--- src/hdl/cpu_pkg.sv ---
// cpu shared definitions
package cpu_pkg;

  localparam int WORD_WIDTH = 32;
  localparam int REG_ADDR_WIDTH = 5;
  localparam int REG_COUNT = 32;
  localparam int OPCODE_WIDTH = 6;
  localparam int SUB_OPCODE_WIDTH = 5;
  localparam int SHAMT_WIDTH = 5;
  localparam int PC_STEP = 4;

  typedef logic [WORD_WIDTH-1:0] word_t;
  typedef logic [REG_ADDR_WIDTH-1:0] reg_addr_t;

  // instruction bits 30..25
  typedef enum logic [OPCODE_WIDTH-1:0] {
    OP_ALU  = 6'b100000,
    OP_ADDI = 6'b101000,
    OP_ORI  = 6'b101100,
    OP_XORI = 6'b101011,
    OP_MOVI = 6'b100010
  } opcode_t;

  // instruction bits 4..0 under OP_ALU
  typedef enum logic [SUB_OPCODE_WIDTH-1:0] {
    ADD   = 5'b00000,
    SUB   = 5'b00001,
    AND   = 5'b00010,
    XOR   = 5'b00011,
    OR    = 5'b00100,
    SLLI  = 5'b01000,
    SRLI  = 5'b01001,
    ROTRI = 5'b01011
  } sub_opcode_t;

  localparam sub_opcode_t NOP = SRLI;  // shares the srli code

  typedef enum logic [1:0] {
    ST_STOP  = 2'b00,
    ST_FETCH = 2'b01,
    ST_EXE   = 2'b10,
    ST_WRITE = 2'b11
  } state_t;

  typedef enum logic [1:0] {
    IMM5_ZE  = 2'b00,
    IMM15_SE = 2'b01,
    IMM15_ZE = 2'b10,
    IMM20_SE = 2'b11
  } imm_sel_t;

  // operand and writeback mux selects
  localparam logic OPERAND_REG = 1'b0;
  localparam logic OPERAND_IMM = 1'b1;
  localparam logic WB_ALU = 1'b0;
  localparam logic WB_IMM = 1'b1;

  typedef union packed {
    struct packed {
      logic        spare;
      opcode_t     opcode;
      reg_addr_t   rt;
      reg_addr_t   ra;
      reg_addr_t   rb;       // also the shift amount
      logic [4:0]  pad;
      sub_opcode_t sub_opcode;
    } r_form;
    struct packed {
      logic        spare;
      opcode_t     opcode;
      reg_addr_t   rt;
      reg_addr_t   ra;
      logic [14:0] imm15;
    } i_form;
    struct packed {
      logic        spare;
      opcode_t     opcode;
      reg_addr_t   rt;
      logic [19:0] imm20;
    } j_form;
  } instr_u;

endpackage

--- src/hdl/alu.sv ---
// integer alu
module alu (
  input  cpu_pkg::opcode_t     opcode,
  input  cpu_pkg::sub_opcode_t sub_opcode,
  input  cpu_pkg::word_t       operand_a,
  input  cpu_pkg::word_t       operand_b,
  output cpu_pkg::word_t       result
);

  logic [cpu_pkg::SHAMT_WIDTH-1:0]    shamt;
  logic [2*cpu_pkg::WORD_WIDTH-1:0]   rotated;

  assign shamt = operand_b[cpu_pkg::SHAMT_WIDTH-1:0];
  assign rotated = {operand_a, operand_a} >> shamt;  // low half is the rotate

  always_comb begin
    result = '0;
    case (opcode)
      cpu_pkg::OP_ADDI: result = operand_a + operand_b;
      cpu_pkg::OP_ORI:  result = operand_a | operand_b;
      cpu_pkg::OP_XORI: result = operand_a ^ operand_b;
      cpu_pkg::OP_ALU: begin
        case (sub_opcode)
          cpu_pkg::ADD:   result = operand_a + operand_b;
          cpu_pkg::SUB:   result = operand_a - operand_b;
          cpu_pkg::AND:   result = operand_a & operand_b;
          cpu_pkg::OR:    result = operand_a | operand_b;
          cpu_pkg::XOR:   result = operand_a ^ operand_b;
          cpu_pkg::SLLI:  result = operand_a << shamt;
          cpu_pkg::SRLI:  result = operand_a >> shamt;
          cpu_pkg::ROTRI: result = rotated[cpu_pkg::WORD_WIDTH-1:0];
          default:        result = '0;
        endcase
      end
      default: result = '0;  // movi bypasses the alu
    endcase
  end

endmodule

--- src/hdl/controller.sv ---
// multicycle controller
module controller (
  input  logic               clock,
  input  logic               reset,
  input  cpu_pkg::instr_u    instruction,
  input  cpu_pkg::instr_u    latched,
  output logic               enable_fetch,
  output logic               enable_execute,
  output logic               enable_writeback,
  output cpu_pkg::imm_sel_t  imm_sel,
  output logic               operand_select,
  output logic               writeback_select
);

  cpu_pkg::state_t      state;
  cpu_pkg::state_t      next_state;
  cpu_pkg::instr_u      decode_word;
  cpu_pkg::opcode_t     opcode;
  cpu_pkg::sub_opcode_t sub_opcode;
  logic                 is_shift;

  always_ff @(posedge clock) begin
    if (reset) begin
      state <= cpu_pkg::ST_STOP;
    end else begin
      state <= next_state;
    end
  end

  // in fetch the register is not loaded yet, so look at the bus
  assign decode_word = (state == cpu_pkg::ST_FETCH) ? instruction : latched;
  assign opcode = decode_word.r_form.opcode;
  assign sub_opcode = decode_word.r_form.sub_opcode;
  assign is_shift = (sub_opcode == cpu_pkg::SLLI) ||
                    (sub_opcode == cpu_pkg::SRLI) ||
                    (sub_opcode == cpu_pkg::ROTRI);

  always_comb begin
    next_state = cpu_pkg::ST_STOP;
    case (state)
      cpu_pkg::ST_STOP: begin
        next_state = cpu_pkg::ST_FETCH;
      end
      cpu_pkg::ST_FETCH: begin
        if (opcode == cpu_pkg::OP_MOVI) begin
          next_state = cpu_pkg::ST_WRITE;  // nothing to execute
        end else begin
          next_state = cpu_pkg::ST_EXE;
        end
      end
      cpu_pkg::ST_EXE: begin
        next_state = cpu_pkg::ST_WRITE;
      end
      cpu_pkg::ST_WRITE: begin
        next_state = cpu_pkg::ST_STOP;
      end
      default: begin
        next_state = cpu_pkg::ST_STOP;
      end
    endcase
  end

  // immediate form and operand b source
  always_comb begin
    imm_sel = cpu_pkg::IMM5_ZE;
    operand_select = cpu_pkg::OPERAND_REG;
    case (opcode)
      cpu_pkg::OP_ALU: begin
        if (is_shift) begin
          operand_select = cpu_pkg::OPERAND_IMM;  // shamt from rb field
        end
      end
      cpu_pkg::OP_ADDI: begin
        imm_sel = cpu_pkg::IMM15_SE;
        operand_select = cpu_pkg::OPERAND_IMM;
      end
      cpu_pkg::OP_ORI, cpu_pkg::OP_XORI: begin
        imm_sel = cpu_pkg::IMM15_ZE;
        operand_select = cpu_pkg::OPERAND_IMM;
      end
      cpu_pkg::OP_MOVI: begin
        imm_sel = cpu_pkg::IMM20_SE;
        operand_select = cpu_pkg::OPERAND_IMM;
      end
      default: begin
        imm_sel = cpu_pkg::IMM5_ZE;
      end
    endcase
  end

  assign enable_fetch = (state == cpu_pkg::ST_FETCH);
  assign enable_execute = (state == cpu_pkg::ST_EXE);
  assign enable_writeback = (state == cpu_pkg::ST_WRITE);

  assign writeback_select = (state == cpu_pkg::ST_WRITE &&
                             latched.r_form.opcode == cpu_pkg::OP_MOVI) ?
                            cpu_pkg::WB_IMM : cpu_pkg::WB_ALU;

endmodule

--- src/hdl/cpu_core.sv ---
// multicycle core top
module cpu_core (
  input  logic               clock,
  input  logic               reset,
  output cpu_pkg::word_t     pc,
  input  cpu_pkg::word_t     instruction,
  output logic               write_enable,
  output cpu_pkg::reg_addr_t write_address,
  output cpu_pkg::word_t     write_data
);

  cpu_pkg::instr_u   fetched;
  cpu_pkg::instr_u   instr_reg;
  cpu_pkg::word_t    result_reg;
  cpu_pkg::word_t    read_data_a;
  cpu_pkg::word_t    read_data_b;
  cpu_pkg::word_t    immediate;
  cpu_pkg::word_t    operand_b;
  cpu_pkg::word_t    alu_result;
  cpu_pkg::imm_sel_t imm_sel;
  logic              enable_fetch;
  logic              enable_execute;
  logic              enable_writeback;
  logic              operand_select;
  logic              writeback_select;

  assign fetched = instruction;

  always_ff @(posedge clock) begin
    if (reset) begin
      instr_reg <= '0;
      pc <= '0;
    end else begin
      if (enable_fetch) begin
        instr_reg <= fetched;
      end
      if (enable_writeback) begin
        pc <= pc + cpu_pkg::word_t'(cpu_pkg::PC_STEP);
      end
    end
  end

  always_ff @(posedge clock) begin
    if (enable_execute) begin
      result_reg <= alu_result;
    end
  end

  controller controller_i (
    .clock            (clock),
    .reset            (reset),
    .instruction      (fetched),
    .latched          (instr_reg),
    .enable_fetch     (enable_fetch),
    .enable_execute   (enable_execute),
    .enable_writeback (enable_writeback),
    .imm_sel          (imm_sel),
    .operand_select   (operand_select),
    .writeback_select (writeback_select)
  );

  register_file register_file_i (
    .clock          (clock),
    .reset          (reset),
    .read_address_a (instr_reg.r_form.ra),
    .read_address_b (instr_reg.r_form.rb),
    .read_data_a    (read_data_a),
    .read_data_b    (read_data_b),
    .write_enable   (write_enable),
    .write_address  (write_address),
    .write_data     (write_data)
  );

  imm_gen imm_gen_i (
    .instruction (instr_reg),
    .imm_sel     (imm_sel),
    .immediate   (immediate)
  );

  assign operand_b = (operand_select == cpu_pkg::OPERAND_IMM) ? immediate : read_data_b;

  alu alu_i (
    .opcode     (instr_reg.r_form.opcode),
    .sub_opcode (instr_reg.r_form.sub_opcode),
    .operand_a  (read_data_a),
    .operand_b  (operand_b),
    .result     (alu_result)
  );

  // register file write port seen outside
  assign write_enable = enable_writeback;
  assign write_address = instr_reg.r_form.rt;
  assign write_data = (writeback_select == cpu_pkg::WB_IMM) ? immediate : result_reg;

endmodule

--- src/hdl/imm_gen.sv ---
// immediate extraction
module imm_gen (
  input  cpu_pkg::instr_u   instruction,
  input  cpu_pkg::imm_sel_t imm_sel,
  output cpu_pkg::word_t    immediate
);

  always_comb begin
    case (imm_sel)
      cpu_pkg::IMM5_ZE: begin
        immediate = cpu_pkg::word_t'(instruction.r_form.rb);
      end
      cpu_pkg::IMM15_SE: begin
        immediate = cpu_pkg::word_t'($signed(instruction.i_form.imm15));
      end
      cpu_pkg::IMM15_ZE: begin
        immediate = cpu_pkg::word_t'(instruction.i_form.imm15);
      end
      cpu_pkg::IMM20_SE: begin
        immediate = cpu_pkg::word_t'($signed(instruction.j_form.imm20));  // movi
      end
      default: begin
        immediate = '0;
      end
    endcase
  end

endmodule

--- src/hdl/register_file.sv ---
// general purpose registers
module register_file (
  input  logic               clock,
  input  logic               reset,
  input  cpu_pkg::reg_addr_t read_address_a,
  input  cpu_pkg::reg_addr_t read_address_b,
  output cpu_pkg::word_t     read_data_a,
  output cpu_pkg::word_t     read_data_b,
  input  logic               write_enable,
  input  cpu_pkg::reg_addr_t write_address,
  input  cpu_pkg::word_t     write_data
);

  cpu_pkg::word_t regs [cpu_pkg::REG_COUNT];

  always_ff @(posedge clock) begin
    if (reset) begin
      for (int i = 0; i < cpu_pkg::REG_COUNT; i++) begin
        regs[i] <= '0;
      end
    end else if (write_enable) begin
      regs[write_address] <= write_data;
    end
  end

  // combinational reads
  assign read_data_a = regs[read_address_a];
  assign read_data_b = regs[read_address_b];

endmodule

--- config.mk ---
export PLATFORM = sky130hd
export DESIGN_NAME = cpu_core
export DESIGN_NICKNAME = d
export VERILOG_FILES = /design/src/hdl/cpu_pkg.sv /design/src/hdl/alu.sv /design/src/hdl/controller.sv /design/src/hdl/cpu_core.sv /design/src/hdl/imm_gen.sv /design/src/hdl/register_file.sv
export SDC_FILE = /design/constraint.sdc
export NUM_CORES = 2
export LEC_CHECK = 0
export BUFFER_PORTS_ARGS = -buffer_cell sky130_fd_sc_hd__buf_2
export CAP_MARGIN = 20
export CORE_UTILIZATION = 28
export CTS_CLUSTER_DIAMETER = 200
export DETAILED_ROUTE_END_ITERATION = 8
export GPL_ROUTABILITY_DRIVEN = 0
export HOLD_SLACK_MARGIN = 0.08
export PLACE_DENSITY = 0.39
export RECOVER_POWER = 25
export SYNTH_ARGS = -nofsm -noshare
export SYNTH_HDL_FRONTEND = slang
export SYNTH_HIERARCHICAL = 1
export SYNTH_SLANG_ARGS = --single-unit
--- constraint.sdc ---
create_clock -name clock -period 17.4 [get_ports clock]
set_input_delay 2.61 -clock clock [delete_from_list [all_inputs] [get_ports clock]]
set_output_delay 2.61 -clock clock [all_outputs]
set_load 0.03 [all_outputs]
# Word-level counts from Yosys, hierarchy flattened
# Memories as Yosys holds them, arrays and structs flattened. A register that Yosys moved wholly into a read port is not among the register bits.
# Cells that the tools add are included.
[totals]
ff_bits = 97
latchBits = 0
ramBits = 1024
mem_bits_ro = 0
in_bits = 34
output_inout_bits = 70
word_cells = 74
n_memories = 1
[classes]
add_sub_neg = 3
multipliers = 0
div_mod_pow = 0
n_lt_le_gt_ge = 0
eq_ne = 26
shifts = 3
muxes = 24
bitwise = 3
reduce_logical = 9
[mem_list]
columns = ["memory", "depth", "width", "read_ports", "rd_clocked_by_memory_dff", "write_ports", "line", "text"]
rows = [
  ["register_file_i.regs", 32, 32, 2, 2, 32, "register_file.sv:14", "cpu_pkg::word_t regs [cpu_pkg::REG_COUNT];"],
]
[op_table]
columns = ["operator", "n"]
rows = [
  ["$pmux 32 s4", 2],
  ["$pmux 32 s8", 1],
  ["$mux 32", 3],
  ["$shr 64x5->32", 1],
  ["$eq 6x6->1 const B", 10],
  ["$add 32x3->32 const B", 1],
  ["$add 32x32->32", 1],
  ["$and 32x32->32", 1],
  ["$or 32x32->32", 1],
  ["$reduce_or 32->1", 1],
  ["$shl 32x5->32", 1],
  ["$shr 32x5->32", 1],
  ["$sub 32x32->32", 1],
  ["$xor 32x32->32", 1],
  ["$mux 31", 1],
  ["$eq 5x4->1 const B", 6],
  ["$mux 5", 5],
  ["$eq 5x2->1 const B", 2],
  ["$mux 1", 9],
  ["$eq 2x2->1 const B", 4],
  ["$pmux 2 s4", 1],
  ["$pmux 2 s3", 1],
  ["$eq 5x1->1 const B", 1],
  ["$eq 5x3->1 const B", 1],
  ["8 further kinds", 11],
]

# Logic depth before layout (Yosys ltp)
[depth]
word_depth = 11
mapped_depth = 26
ltp_nobuf = 22

# Cells and area by module
# The synthesis kept the hierarchy.
[modules_own_cells]
columns = ["module", "instances", "cells_per_inst", "area_each_um2", "seq_area_each_um2"]
rows = [
  ["register_file", 1, 4640, 56467.9, 30749.5],
  ["alu", 1, 1460, 9561.7, 0.0],
  ["cpu_core", 1, 380, 4346.7, 2202.1],
  ["controller", 1, 44, 360.3, 40.0],
  ["imm_gen", 1, 40, 312.8, 0.0],
]

# Worst setup path after synthesis
# OpenSTA, ideal clock, no wires.
[synth_timing]
path_kind = "input port to flip-flop"
start = "input instruction[2]"
end = "register result_reg[28] (data pin)"
setup_time_ns = 0.255
t_arrival_ns = 7.394
required_time_ns = 17.145
slack_ns = 9.751
cell_stages = 23
n_path_buf = 6
cell_sequence = "nor4bb_1 -> o21ai_0 -> a311o_1 -> nand3_1 -> clkbuf_1 -> buf_1 -> mux2_2 -> buf_2 -> clkinv_1 -> buf_1 -> clkbuf_1 -> ha_1 -> buf_2 -> nor2b_1 -> o21ai_1 -> a21oi_1 -> o41ai_1 -> o21ai_1 -> a21oi_1 -> o221a_2 -> a211o_1 -> o211ai_1 -> and2_1"
[synth_via]
elab_chain_len = 10
word_cells_on_any_way = 19
cone_classes = "add/sub: 2; eq/ne: 3; shift: 3; mux: 6; bitwise: 3; reduce/logical: 2"
[synth_rtl]
columns = ["element", "line", "text"]
rows = [
  ["from (decl)", "cpu_core.sv:6", "input cpu_pkg::word_t instruction,"],
  ["$mux 31 *", "controller.sv:31", "assign decode_word = (state == cpu_pkg::ST_FETCH) ? instruction : latched;"],
  ["$eq 5x4->1, on equally long branches", "controller.sv:34, controller.sv:35", ""],
  ["$logic_or 1x1->1", "controller.sv:34", "assign is_shift = (sub_opcode == cpu_pkg::SLLI) ||"],
  ["$logic_or 1x1->1 *", "controller.sv:35", "(sub_opcode == cpu_pkg::SRLI) ||"],
  ["$mux 1 *", "controller.sv:69", "if (is_shift) begin"],
  ["$pmux 1 s2 *", "controller.sv:67", "case (opcode)"],
  ["named net operand_select", "cpu_core.sv:24", "logic operand_select;"],
  ["$mux 32 *", "cpu_core.sv:80", "assign operand_b = (operand_select == cpu_pkg::OPERAND_IMM) ? immediate : read_data_b;"],
  ["named net operand_b[2]", "cpu_core.sv:18", "cpu_pkg::word_t operand_b;"],
  ["$sub 32x32->32 (tied with other cells)", "alu.sv:25", "cpu_pkg::SUB: result = operand_a - operand_b;"],
  ["$pmux 32 s8", "alu.sv:23", "case (sub_opcode)"],
  ["$pmux 32 s4 *", "alu.sv:18", "case (opcode)"],
  ["named net alu_result[28]", "cpu_core.sv:19", "cpu_pkg::word_t alu_result;"],
  ["to (signal assigned)", "cpu_core.sv:45", "result_reg <= alu_result;"],
  ["to (decl)", "cpu_core.sv:14", "cpu_pkg::word_t result_reg;"],
]
# The timed path passes the listed nets; every way through them passes the cells marked *.
# A chain may end at the register's enable or synchronous reset.

==> results_tabular.tex <==
\begin{tabular}{lr}
\hline
Metric & Value \\
\hline
\multicolumn{2}{l}{\textbf{Status}} \\
Status & finished, violations left \\
Violated checks & design-rule violations, max-capacitance violations, max-slew violations \\
\multicolumn{2}{l}{\textbf{Die}} \\
Die area & roughly 0.26 sq mm \\
Die boundary height & 506 um \\
Core region area & around 0.25 sq mm \\
Initial Util & 0.282 \\
DIE WIDTH & between 500 and 600 um \\
Floorplan row count & around 180 \\
Number of placed I/O pins & $\sim$100 \\
\multicolumn{2}{l}{\textbf{Clock network}} \\
CTS max path bufs & 3 \\
Number of clock sinks seen by CTS & $\sim$1.1k \\
\# Post-CTS Setup Buffers & 0 \\
Root Buffer Master & clkbuf\_16 \\
Inserted Clock Buffers & approximately 140 \\
Clock tree from TritonCTS & done \\
Number of hold-repair buffers added at the cts stage & 0 \\
Worst skew pair latency & slightly above 800 ps \\
Post-CTS resize count & 0 \\
Post-CTS clock slew at the launch and capture registers of the worst setup and hold paths & around 60 ps \\
H-Tree Depth & 4 \\
\multicolumn{2}{l}{\textbf{Finish}} \\
Flip-flop count of the largest register after layout & 1024 \\
Layout cell share with drive strength beyond 1 & 0.0968 \\
Synth-to-Final Area Change & 10.5\% \\
Finished Layout Cells & a little under 10k \\
Post-layout net count & roughly 6.5k \\
Fillcell total & roughly 26k \\
Most frequent standard cell in the layout excluding fill and tap cells & mux2i\_1 \\
Commonest cells after routing, fill and taps aside & 1117 x mux2i\_1, 1056 x edfxtp\_1, 967 x and2\_1 \\
\multicolumn{2}{l}{\textbf{Timing}} \\
Final count of hold timing violations & 0 \\
Number of max-slew violations in the final report & between 1k and 1.5k \\
Relative slew slack & -2.26 \\
Final Skew & 56.4 ps \\
Minimum clock period after layout & 10900 ps \\
Post-route setup TNS & 0 ps \\
Worst-case setup margin in the final layout & $\sim$6500 ps \\
RSZ-0062 raised after global routing & no \\
Total setup violations reported at the end of the flow & 0 \\
Worst Max-Slew Pin Slew & 4880 ps \\
Share of the cycle needed by the critical path after routing & 0.627 \\
Upper clock frequency limit & 91.7 MHz \\
\multicolumn{2}{l}{\textbf{Global routing}} \\
First-pass GRT wire length & 433000 um \\
Overall fraction of global-route tracks in use & 0.241 \\
Maximum number of pins on one net before global-route repair & between 100 and 150 \\
Via count of the first global-routing pass & between 50k and 60k \\
Initial antenna violation count & 35 \\
Grt total ovfl & 0 \\
\multicolumn{2}{l}{\textbf{Synthesis}} \\
Synthesized instance count & roughly 6.6k \\
Post-Syn Area per Cell & approximately 11 sq um \\
Syn Std Cell Area & roughly 0.071 sq mm \\
Synth warn & 6 \\
\multicolumn{2}{l}{\textbf{Power}} \\
Switching power & just under 5 mW \\
Worst ir drop on vdd & a little under 0.09 mV \\
Combinational share of power & 0.462 \\
Sequential share of power & 0.282 \\
Clock network power share & 0.256 \\
Cell-internal power & 6.32 mW \\
Switch share & 0.437 \\
Cell leakage power & roughly 27 nW \\
Power density over the cells & approximately 140 mW/mm\^{}2 \\
\multicolumn{2}{l}{\textbf{Worst setup path}} \\
Critical path endpoint category & register \\
Maximum fanout encountered on the critical timing path & 57 \\
Biggest cell delay along the critical path & between 3000 and 4000 ps \\
Kind of critical path & input pin to register \\
Worst Path Buf+Inv & 2 \\
Most frequent CP cell & clkbuf\_1 \\
Largest delay share family, worst path & buffers and inverters \\
CP required & 17670 ps \\
CP cell instances & clkbuf\_1 > clkbuf\_1 > or2\_0 \\
Cell with the biggest individual delay on the critical path & or2\_0 \\
Startpoint type of the worst setup path & input pin \\
Arrival time at the worst endpoint & roughly 11000 ps \\
\multicolumn{2}{l}{\textbf{Hold path}} \\
Hold/Removal Path Class & register to register \\
\multicolumn{2}{l}{\textbf{Place}} \\
Post-Place Cells & around 9.6k \\
Detailed-placement wirelength estimate & approximately 200000 um \\
Port Buffer Count & 100 \\
Post-place setup slack & around 8200 ps \\
\multicolumn{2}{l}{\textbf{Run}} \\
Maxcap violations & 36 \\
\multicolumn{2}{l}{\textbf{Routing}} \\
\# DRC & 4 \\
Average wire length per cell after detail routing & about 32 um \\
First-pass DRT Iterations & 8 \\
Final WL & around 320000 um \\
Number of vias in the routed layout & 53.6k \\
Ratio of routed vias to standard cells & between 5 and 6 \\
Remaining antenna violation count after routing & 0 \\
DRT iter0 DRCs & $\sim$5.3k \\
\hline
\end{tabular}
## stage by stage
step | power, mW | cell area, sq um | hold WS (ps) | utilization
final | 11.2 | 78500 | 492 | 0.312
after detailed placement | 8.31 | 74300 | 483 | 0.295
after CTS | 11.2 | 78700 | 499 | 0.313
after global placement | 8.33 | 74300 | 476 | 0.295
after floorplan | 6.41 | 71000 | 452 | -
after global routing | 11.7 | 78500 | 512 | 0.312
## worst paths after layout
| kind | start | to | slack (ps) | cells after the start |
|---|---|---|---|---|
| worst min register to register | instr_reg[7] | instr_reg[7] | 490 | 2 |
| worst min-delay path | instr_reg[7] | instr_reg[7] | 490 | 2 |
| worst max-delay path | reset | register_file_i/regs[1][5] | 6500 | 3 |
| worst max register to register | instr_reg[16] | result_reg[29] | 8880 | 19 |
## layout make-up
type / count / area, sq um / share of cell area
flip-flops and latches: 1119 / 33000 / 0.420
multi-input cells: 4726 / 34600 / 0.440
repair buffers: 297 / 1950 / 0.0248
well taps: 3348 / 4190 / 0.0534
inverters: 103 / 387 / 0.00493
clock buffers: 195 / 3870 / 0.0493
diodes: 18 / 45.0 / 0.000574
clock inverters: 59 / 508 / 0.00647
## worst reg2reg max path: cells and delay by family (launching register included)
kind | cells | cell delay, ps
flip-flops | 1 | 920
AO/OA/AOI/OAI | 8 | 2260
AND/OR/NAND/NOR | 3 | 780
XOR/XNOR | 1 | 170
adder cells (fa/ha/maj) | 1 | 530
buffers and inverters | 5 | 3250
multiplexers | 1 | 260
## layer usage
| metal | track usage | share of wire | up-vias | routed length, um |
|---|---|---|---|---|
| met5 | 0 | 0.00014 | - | 43 |
| met2 | 0.393 | 0.47 | 1991 | 147000 |
| met1 | 0.327 | 0.44 | 27427 | 140000 |
| met4 | 0.0831 | 0.034 | 8 | 10800 |
| li1 | - | - | 23763 | - |
| met3 | 0.0276 | 0.057 | 457 | 18100 |
## power groups by stage
stage / clock [mW] / combinational (mW) / sequential [mW]
after detailed placement: 0 / 5.09 / 3.22
after CTS: 2.94 / 5.11 / 3.16
after global routing: 3.03 / 5.47 / 3.18
final: 2.88 / 5.18 / 3.17
after floorplan: 0 / 3.24 / 3.17
after global placement: 0 / 5.12 / 3.22
(Power assumes the default switching activity.)
